File: src/hdl/tcdmPkg.sv
////////////////////////////////////////////////////////////////////////////
// bank geometry of the word-interleaved memory, fixed at eight banks of
// 32-bit words; consecutive words land in consecutive banks and the byte
// offset below the bank index is ignored by the interconnect
////////////////////////////////////////////////////////////////////////////

package tcdmPkg;

  ////////////////////////////////////////////////////////////////////////////
  // geometry constants

  // bank count and the width of its index
  localparam int unsigned NumBanks     = 8;
  localparam int unsigned BankSelWidth = $clog2(NumBanks);

  // word and byte-enable widths
  localparam int unsigned DataWidth    = 32;
  localparam int unsigned BeWidth      = DataWidth / 8;
  localparam int unsigned WordOffWidth = $clog2(BeWidth);

  // initiator byte address and bank-local word address
  localparam int unsigned AddrWidth    = 32;
  localparam int unsigned AddrMemWidth = 10;

  // bits above the bank-local word address, ignored by the banks
  localparam int unsigned UnusedWidth  = AddrWidth - AddrMemWidth - BankSelWidth
                                         - WordOffWidth;

  ////////////////////////////////////////////////////////////////////////////
  // address views

  // field view, top down
  typedef struct packed {
    logic [UnusedWidth-1:0]  unused;
    logic [AddrMemWidth-1:0] memAddr;
    logic [BankSelWidth-1:0] bankSel;
    logic [WordOffWidth-1:0] wordOff;
  } tcdmAddrFields_s;

  // one address word, seen either raw or split into fields
  typedef union packed {
    logic [AddrWidth-1:0] raw;
    tcdmAddrFields_s      fields;
  } tcdmAddr_u;

endpackage

File: src/hdl/tcdmReqIf.sv
////////////////////////////////////////////////////////////////////////////
// per-initiator request bundle; every field is packed and indexed by the
// initiator number, with an already decoded bank index and local address
////////////////////////////////////////////////////////////////////////////

`timescale 1ns/1ps

interface tcdmReqIf #(
  parameter int unsigned NumIn = 4
);

  // request side, one entry per initiator
  logic [NumIn-1:0]                              req;
  logic [NumIn-1:0][tcdmPkg::BankSelWidth-1:0]   bankSel;
  logic [NumIn-1:0][tcdmPkg::AddrMemWidth-1:0]   memAddr;
  logic [NumIn-1:0]                              wen;
  logic [NumIn-1:0][tcdmPkg::BeWidth-1:0]        be;
  logic [NumIn-1:0][tcdmPkg::DataWidth-1:0]      wdata;

  // combinational grant back from the bank side
  logic [NumIn-1:0]                              gnt;

  // address decoder produces the request fields
  modport decoder (
    output req, bankSel, memAddr, wen, be, wdata,
    input  gnt
  );

  // bank arbitration consumes them and answers with grants
  modport arbiter (
    input  req, bankSel, memAddr, wen, be, wdata,
    output gnt
  );

  // response side only needs to know what was accepted and where
  modport tracker (
    input  req, gnt, bankSel, wen
  );

endinterface

File: src/hdl/reqDecode.sv
////////////////////////////////////////////////////////////////////////////
// address split for every initiator; purely combinational
// initiators must hold req and all fields until granted
////////////////////////////////////////////////////////////////////////////

`timescale 1ns/1ps

module reqDecode #(
  parameter int unsigned NumIn = 4
) (
  input  logic                                    clk_i,
  input  logic                                    rst_ni,
  // initiator side
  input  logic [NumIn-1:0]                        req_i,
  input  logic [NumIn-1:0][tcdmPkg::AddrWidth-1:0] add_i,
  input  logic [NumIn-1:0]                        wen_i,
  input  logic [NumIn-1:0][tcdmPkg::DataWidth-1:0] wdata_i,
  input  logic [NumIn-1:0][tcdmPkg::BeWidth-1:0]   be_i,
  output logic [NumIn-1:0]                        gnt_o,
  // decoded requests towards the banks
  tcdmReqIf.decoder                               reqIf
);

  // fields that pass untouched
  assign reqIf.req   = req_i;
  assign reqIf.wen   = wen_i;
  assign reqIf.be    = be_i;
  assign reqIf.wdata = wdata_i;

  // grants come back already folded per initiator
  assign gnt_o = reqIf.gnt;

  for (genvar i = 0; i < NumIn; i++) begin : gInit
    tcdmPkg::tcdmAddr_u addrView;

    assign addrView.raw = add_i[i];

    // word offset and upper bits are dropped here
    assign reqIf.bankSel[i] = addrView.fields.bankSel;
    assign reqIf.memAddr[i] = addrView.fields.memAddr;

    // a stalled request has to come back unchanged, otherwise the
    // arbiter may forward a different address than the one it granted
    heldReqA: assert property (
      @(posedge clk_i) disable iff (!rst_ni)
      (req_i[i] && !gnt_o[i]) |=>
        (req_i[i] && $stable(add_i[i]) && $stable(wen_i[i]))
    ) else $error("initiator %0d changed a pending request", i);
  end

endmodule

File: src/hdl/bankArbiter.sv
////////////////////////////////////////////////////////////////////////////
// round-robin arbitration per bank, combinational from req to gnt
// all banks share one priority pointer; NumIn must be a power of two
////////////////////////////////////////////////////////////////////////////

`timescale 1ns/1ps

module bankArbiter #(
  parameter int unsigned NumIn = 4
) (
  input  logic                                                    clk_i,
  input  logic                                                    rst_ni,
  // decoded initiator requests
  tcdmReqIf.arbiter                                               reqIf,
  // bank side
  output logic [tcdmPkg::NumBanks-1:0]                            req_o,
  input  logic [tcdmPkg::NumBanks-1:0]                            gnt_i,
  output logic [tcdmPkg::NumBanks-1:0][tcdmPkg::AddrMemWidth-1:0] add_o,
  output logic [tcdmPkg::NumBanks-1:0]                            wen_o,
  output logic [tcdmPkg::NumBanks-1:0][tcdmPkg::DataWidth-1:0]    wdata_o,
  output logic [tcdmPkg::NumBanks-1:0][tcdmPkg::BeWidth-1:0]      be_o
);

  localparam int unsigned IdxWidth = (NumIn > 1) ? $clog2(NumIn) : 1;

  logic [IdxWidth-1:0] rrD;
  logic [IdxWidth-1:0] rrQ;

  // grant of every bank towards every initiator
  logic [NumIn-1:0][tcdmPkg::NumBanks-1:0] gntByIn;

  ////////////////////////////////////////////////////////////////////////////
  // per-bank selection

  for (genvar b = 0; b < tcdmPkg::NumBanks; b++) begin : gBank
    logic [NumIn-1:0]    bankReq;
    logic [IdxWidth-1:0] winIdx;
    logic                found;

    for (genvar i = 0; i < NumIn; i++) begin : gMatch
      assign bankReq[i] = reqIf.req[i] &&
                          (reqIf.bankSel[i] == tcdmPkg::BankSelWidth'(b));
      assign gntByIn[i][b] = found && gnt_i[b] && (winIdx == IdxWidth'(i));
    end

    // first requester at or after the pointer, wrapping around
    always_comb begin
      int unsigned cand;
      found  = 1'b0;
      winIdx = '0;
      cand   = 0;
      for (int unsigned k = 0; k < NumIn; k++) begin
        cand = (32'(rrQ) + k) % NumIn;
        if (!found && bankReq[cand]) begin
          found  = 1'b1;
          winIdx = IdxWidth'(cand);
        end
      end
    end

    // the winner's fields go to the bank
    assign req_o[b]   = found;
    assign add_o[b]   = reqIf.memAddr[winIdx];
    assign wen_o[b]   = reqIf.wen[winIdx];
    assign wdata_o[b] = reqIf.wdata[winIdx];
    assign be_o[b]    = reqIf.be[winIdx];

    // seen from the initiator side after folding: one winner per bank
    oneGntA: assert property (
      @(posedge clk_i) disable iff (!rst_ni)
      $onehot0(reqIf.gnt & bankReq)
    ) else $error("bank %0d granted more than one initiator", b);

    // a stalled bank must not leak a grant to any of its requesters
    stallGntA: assert property (
      @(posedge clk_i) disable iff (!rst_ni)
      !gnt_i[b] |-> ((reqIf.gnt & bankReq) == '0)
    ) else $error("bank %0d stalled but an initiator was granted", b);
  end

  // fold bank grants back to initiators
  for (genvar i = 0; i < NumIn; i++) begin : gFold
    assign reqIf.gnt[i] = |gntByIn[i];
  end

  ////////////////////////////////////////////////////////////////////////////
  // shared priority pointer

  // moves on any accepted bank access, wraps at NumIn
  assign rrD = (|(req_o & gnt_i)) ? rrQ + IdxWidth'(1) : rrQ;

  always_ff @(posedge clk_i or negedge rst_ni) begin
    if (!rst_ni) begin
      rrQ <= '0;
    end else begin
      rrQ <= rrD;
    end
  end

endmodule

File: src/hdl/respRouter.sv
////////////////////////////////////////////////////////////////////////////
// response return path; banks must answer exactly MemLatency cycles after
// an accepted access, MemLatency >= 1, one new item per cycle per initiator
////////////////////////////////////////////////////////////////////////////

`timescale 1ns/1ps

module respRouter #(
  parameter int unsigned NumIn       = 4,
  parameter int unsigned MemLatency  = 1,
  parameter bit          WriteRespOn = 1'b1
) (
  input  logic                                                 clk_i,
  input  logic                                                 rst_ni,
  // accepted requests, observed
  tcdmReqIf.tracker                                            reqIf,
  // bank read data
  input  logic [tcdmPkg::NumBanks-1:0][tcdmPkg::DataWidth-1:0] rdata_i,
  // initiator responses
  output logic [NumIn-1:0]                                     vld_o,
  output logic [NumIn-1:0][tcdmPkg::DataWidth-1:0]             rdata_o
);

  for (genvar i = 0; i < NumIn; i++) begin : gInit
    logic [MemLatency-1:0]                             vldQ;
    logic [MemLatency-1:0]                             wenQ;
    logic [MemLatency-1:0][tcdmPkg::BankSelWidth-1:0]  bankQ;

    ////////////////////////////////////////////////////////////////////////////
    // latency pipeline

    // stage 0 captures the access in its grant cycle
    always_ff @(posedge clk_i or negedge rst_ni) begin
      if (!rst_ni) begin
        vldQ <= '0;
      end else begin
        vldQ[0] <= reqIf.req[i] && reqIf.gnt[i];
        for (int unsigned s = 1; s < MemLatency; s++) begin
          vldQ[s] <= vldQ[s-1];
        end
      end
    end

    // bank index and write flag travel alongside the valid bit
    always_ff @(posedge clk_i) begin
      bankQ[0] <= reqIf.bankSel[i];
      wenQ[0]  <= reqIf.wen[i];
      for (int unsigned s = 1; s < MemLatency; s++) begin
        bankQ[s] <= bankQ[s-1];
        wenQ[s]  <= wenQ[s-1];
      end
    end

    ////////////////////////////////////////////////////////////////////////////
    // far end

    // writes only answer when write responses are enabled
    assign vld_o[i] = vldQ[MemLatency-1] &&
                      (WriteRespOn || !wenQ[MemLatency-1]);

    // pick the bank this item was sent to
    assign rdata_o[i] = rdata_i[bankQ[MemLatency-1]];
  end

  // nothing may come back before the first access can have been granted
  quietInResetA: assert property (
    @(posedge clk_i) !rst_ni |-> (vld_o == '0)
  ) else $error("response valid raised during reset");

endmodule

File: src/hdl/tcdmInterconnect.sv
////////////////////////////////////////////////////////////////////////////
// word-interleaved crossbar from NumIn initiators to eight banks
// gnt_o is combinational from req_i/add_i/gnt_i; vld_o follows a grant
// after MemLatency cycles, for writes only when WriteRespOn is set
////////////////////////////////////////////////////////////////////////////

`timescale 1ns/1ps

module tcdmInterconnect #(
  parameter int unsigned NumIn       = 4,
  parameter int unsigned MemLatency  = 1,
  parameter bit          WriteRespOn = 1'b1
) (
  input  logic                                                    clk_i,
  input  logic                                                    rst_ni,
  // initiator side
  input  logic [NumIn-1:0]                                        req_i,
  input  logic [NumIn-1:0][tcdmPkg::AddrWidth-1:0]                add_i,
  input  logic [NumIn-1:0]                                        wen_i,
  input  logic [NumIn-1:0][tcdmPkg::DataWidth-1:0]                wdata_i,
  input  logic [NumIn-1:0][tcdmPkg::BeWidth-1:0]                  be_i,
  output logic [NumIn-1:0]                                        gnt_o,
  output logic [NumIn-1:0]                                        vld_o,
  output logic [NumIn-1:0][tcdmPkg::DataWidth-1:0]                rdata_o,
  // bank side
  output logic [tcdmPkg::NumBanks-1:0]                            req_o,
  input  logic [tcdmPkg::NumBanks-1:0]                            gnt_i,
  output logic [tcdmPkg::NumBanks-1:0][tcdmPkg::AddrMemWidth-1:0] add_o,
  output logic [tcdmPkg::NumBanks-1:0]                            wen_o,
  output logic [tcdmPkg::NumBanks-1:0][tcdmPkg::DataWidth-1:0]    wdata_o,
  output logic [tcdmPkg::NumBanks-1:0][tcdmPkg::BeWidth-1:0]      be_o,
  input  logic [tcdmPkg::NumBanks-1:0][tcdmPkg::DataWidth-1:0]    rdata_i
);

  // decoded requests shared by all three stages
  tcdmReqIf #(
    .NumIn ( NumIn )
  ) reqIf ();

  // address split and grant fold
  reqDecode #(
    .NumIn   ( NumIn   )
  ) decode_i (
    .clk_i   ( clk_i   ),
    .rst_ni  ( rst_ni  ),
    .req_i   ( req_i   ),
    .add_i   ( add_i   ),
    .wen_i   ( wen_i   ),
    .wdata_i ( wdata_i ),
    .be_i    ( be_i    ),
    .gnt_o   ( gnt_o   ),
    .reqIf   ( reqIf   )
  );

  // per-bank round robin
  bankArbiter #(
    .NumIn   ( NumIn   )
  ) arbiter_i (
    .clk_i   ( clk_i   ),
    .rst_ni  ( rst_ni  ),
    .reqIf   ( reqIf   ),
    .req_o   ( req_o   ),
    .gnt_i   ( gnt_i   ),
    .add_o   ( add_o   ),
    .wen_o   ( wen_o   ),
    .wdata_o ( wdata_o ),
    .be_o    ( be_o    )
  );

  // response return
  respRouter #(
    .NumIn       ( NumIn       ),
    .MemLatency  ( MemLatency  ),
    .WriteRespOn ( WriteRespOn )
  ) router_i (
    .clk_i       ( clk_i       ),
    .rst_ni      ( rst_ni      ),
    .reqIf       ( reqIf       ),
    .rdata_i     ( rdata_i     ),
    .vld_o       ( vld_o       ),
    .rdata_o     ( rdata_o     )
  );

endmodule

File: config.mk
export PLATFORM = sky130hd
export DESIGN_NAME = tcdmInterconnect
export DESIGN_NICKNAME = d
export VERILOG_FILES = /design/src/hdl/tcdmPkg.sv /design/src/hdl/tcdmReqIf.sv /design/src/hdl/reqDecode.sv /design/src/hdl/bankArbiter.sv /design/src/hdl/respRouter.sv /design/src/hdl/tcdmInterconnect.sv
export SDC_FILE = /design/constraint.sdc
export NUM_CORES = 1
export LEC_CHECK = 0
export BUFFER_PORTS_ARGS = -buffer_cell sky130_fd_sc_hd__buf_2
export CORE_AREA = 2 2 417 419
export DETAILED_ROUTE_END_ITERATION = 8
export DIE_AREA = 0 0 419 421
export PLACE_DENSITY = 0.3
export SETUP_SLACK_MARGIN = 0.5
export SLEW_MARGIN = 30
export SYNTH_ARGS = -nofsm -noshare
export SYNTH_HDL_FRONTEND = slang
export SYNTH_SLANG_ARGS = --single-unit
File: constraint.sdc
create_clock -name clk_i -period 1.9 [get_ports clk_i]
set_input_delay 0.19 -clock clk_i [delete_from_list [all_inputs] [get_ports clk_i]]
set_output_delay 0.19 -clock clk_i [all_outputs]
set_load 0.03 [all_outputs]
==> impl_metrics.ini <==
[critical_path]
rr_worst_depth = 7
reg2reg_setup_slack_ns = -0.36
reg2reg_from = arbiter_i.rrQ[1]
end_kind = output pin
crit_type = flop to output pin
start_kind = flop
arrival_ns = 2.50
cp.required_ns = 1.71
rr_endpoint = router_i.gInit[0].vldQ
cp_max_fo = 10

[routing]
drtIter0Drc = 2232
dr_wl_met2_microns = 87800
vias = 24500
wl_met1_microns = 64400
detail-route-antenna-nets = 0
drt_first_pass_iters = 6
wl_microns = 170000
drc_errors = 0
wl_met3_microns = 9920
routed_via_density = 4.82
top_layer_used = met5
wl_per_cell_microns = 33.5

[timing]
setup_viol = 514
slew_violations = 0
post-route-period-util = 1.41
relSlewSlack = 0.430
final-hold-violation-count = 0
rsz0062_at_grt = yes
skew_ns = 0.000302
clock.fmax_mhz = 372
period_minus_slack_ns = 2.69
tightest_slew_ns = 0.848
setup_ws_ns = -0.786
hold_ws_ns = 0.144

[clock_network]
cts.clk_slew.worst_paths_ns = 0.06
cts_buffers = 3
tritoncts = built
clockRootBuffer = clkbuf_16
clk_path_buf_depth = 2
clock_latency_ns = 0.26
h-tree-depth = 1
clock_sinks = 18

[status]
run_status = finished, violations left
violations = negative setup slack

[pwr]
swShare = 0.580
p_comb_frac = 0.926
p_total_mw = 14.0
power_switching_mw = 8.13
seqPwrFrac = 0.041
clkPwrFrac = 0.033
ir_drop_mv = 0.319
p_leak_nw = 12.7
p_per_area_nw_per_um2 = 463
p_int_mw = 5.88

[final_layout]
area_growth_pct = 64.3
drive_above_1_share = 0.810
nets = 3278

[grt]
antenna_found_initial = 32
grt_pass1_vias = 24400
grt_pass1_wl_microns = 224000
grt_use_total = 0.179
grt-ovfl-total = 0
grt_max_degree = 42

[synth]
synth_enable_flop_cells = 0
synth.distinct_cells = 48
synth.ff_latch_count = 18
synth_nets = 2372
ys_seq_area_frac = 0.0212
synth_async_sr_flop_share = 0.333
yosysWarnings = 0
postSynthAreaPerCell_sq_um = 10.1
syn_inst = 1826
netlist_area_sq_um = 18400
synth_flop_cell = dfxtp_1

[floorplanning]
die_area_sq_um = 176000
die_h_microns = 421
row_count = 153
start_util = 0.107
core_sq_um = 172000
die_w_microns = 419
io_pins = 1066

[placement]
hpwl_microns = 134000
gp_congestion = 0.871
port_buffers = 989
pre_cts_ws_ns = -0.818

[hold_path]
worstHoldPathCells = 1
hp-start = add_i[99]
hold_path.class = input port to flop
min_to = router_i.gInit[3].bankQ[1]

[job]
cap_violations = 0
[sequential cells by signal, indices dropped and copies added, names as in the netlist]
name                  flops
router_i.gInit.vldQ       4
router_i.gInit.bankQ     12
arbiter_i.rrQ             2
[area by class of cell]
cell class | instances | area, sq um
Antenna cell | 15 | 37.5
Clock buffer | 3 | 75.1
Clock inverter | 1 | 3.75
Fill cell | 19400 | 142000
Inverter | 2 | 15.0
Multi-Input combinational cell | 1341 | 17100
Sequential cell | 18 | 438
Tap cell | 2325 | 2910
Timing Repair Buffer | 1366 | 9670
[logic make-up after synthesis]
logic type,count (synthesis),share of synthesized area
xor+xnor,2,0.000951
flops,18,0.0212
compound gates,854,0.428
buf+inv,468,0.118
simple gates,100,0.0414
mux,384,0.391
[timing repair]
item	CTS	global route
gates resized for setup	107	59
endpoints found under the setup margin	522	522
cloned	0	4
endpoints found under the hold margin	6	0
hold buffers	1	0
pin swaps	6	7
setup buffers	6	9
[synthesized netlist by cell type, types with 4 or more instances]
cell type	number	area (sq um)
and4_1	4	35.0
o21ai_1	5	25.0
nor3_1	8	40.0
a221o_1	376	3760
a32oi_1	6	52.6
a21boi_0	5	37.5
and2_1	15	93.8
and4bb_2	8	100
nand4_1	6	37.5
a221oi_1	8	70.1
o2bb2ai_1	4	35.0
nand2_1	12	45.0
nor2_1	17	63.8
and4b_1	12	120
buf_1	156	586
nor4b_4	4	95.1
buf_6	22	248
a2bb2oi_1	4	35.0
mux2_2	128	1440
o22ai_1	4	25.0
a21oi_1	16	80.1
dfxtp_1	12	240
a22oi_1	6	45.0
o221a_2	13	146
a22o_1	381	3340
clkbuf_1	138	518
mux4_2	256	5770
buf_4	25	188
dfrtp_1	6	150
o41ai_1	8	70.1
buf_2	125	626
a21o_1	8	60.1
[how the worst max path moves through the flow]
stage,startpoint,to
after floorplan,add_i[36],add_o[0]
after detailed placement,arbiter_i.rrQ[0],add_o[74]
after global placement,arbiter_i.rrQ[0],add_o[74]
after CTS,arbiter_i.rrQ[1],wdata_o[229]
after global routing,arbiter_i.rrQ[1],wdata_o[88]
final,arbiter_i.rrQ[1],wdata_o[88]
[power groups by stage]
stage	combinational (mW)	sequential (mW)	clock (mW)
finish	13.0	0.575	0.458
global route	13.4	0.589	0.500
CTS	12.8	0.574	0.495
detailed placement	12.5	0.573	0
global placement	12.6	0.567	0
floorplan	7.75	0.456	0
[critical path, stage by stage (launching register included)]
cell,delay [ns]
dfrtp_2,0.46
buf_6,0.20
buf_4,0.16
a21oi_1,0.07
o221a_4,0.34
buf_4,0.23
a22o_1,0.19
a221o_2,0.35
buf_2,0.21
[routing by layer]
layer / GRT usage / vias up
li1: - / 9954
met1: 0.209 / 13100
met2: 0.324 / 1229
met3: 0.0252 / 224
met4: 0.0780 / 6
met5: 0 / -
[cells in the final DEF (no fill, tap or decap), types with 4 or more instances in the layout]
master / instances
dfxtp_4: 12
and4_1: 4
o41ai_1: 8
o21ai_1: 8
nor4b_4: 4
and2_1: 8
mux4_2: 256
a2bb2oi_1: 4
clkbuf_16: 5
a21boi_0: 5
mux2_4: 128
a221oi_2: 7
o221a_4: 17
nand2_1: 12
nor3_1: 8
buf_12: 110
and4b_1: 11
a22oi_1: 4
and4bb_2: 8
buf_2: 891
a22o_1: 380
o2bb2ai_1: 4
a221o_2: 375
nand4_1: 6
a21oi_1: 13
buf_6: 55
diode_2: 15
buf_4: 304
o22ai_1: 4
dfrtp_1: 4
nor2_1: 14
a32oi_1: 4
and2_4: 6
a21o_2: 6
[metrics by stage]
step                       util  TNS (ns)  area, sq um  instances
after global routing      0.175   -329.78        30300       5069
after floorplan               -    -20.42        20600       1826
final                     0.175   -299.75        30300       5071
after detailed placement  0.170   -224.62        29400       5032
after global placement    0.170   -227.75        29400       5032
after CTS                 0.173   -313.88        29900       5043
No activity file was read; power rests on OpenSTA's default activity.
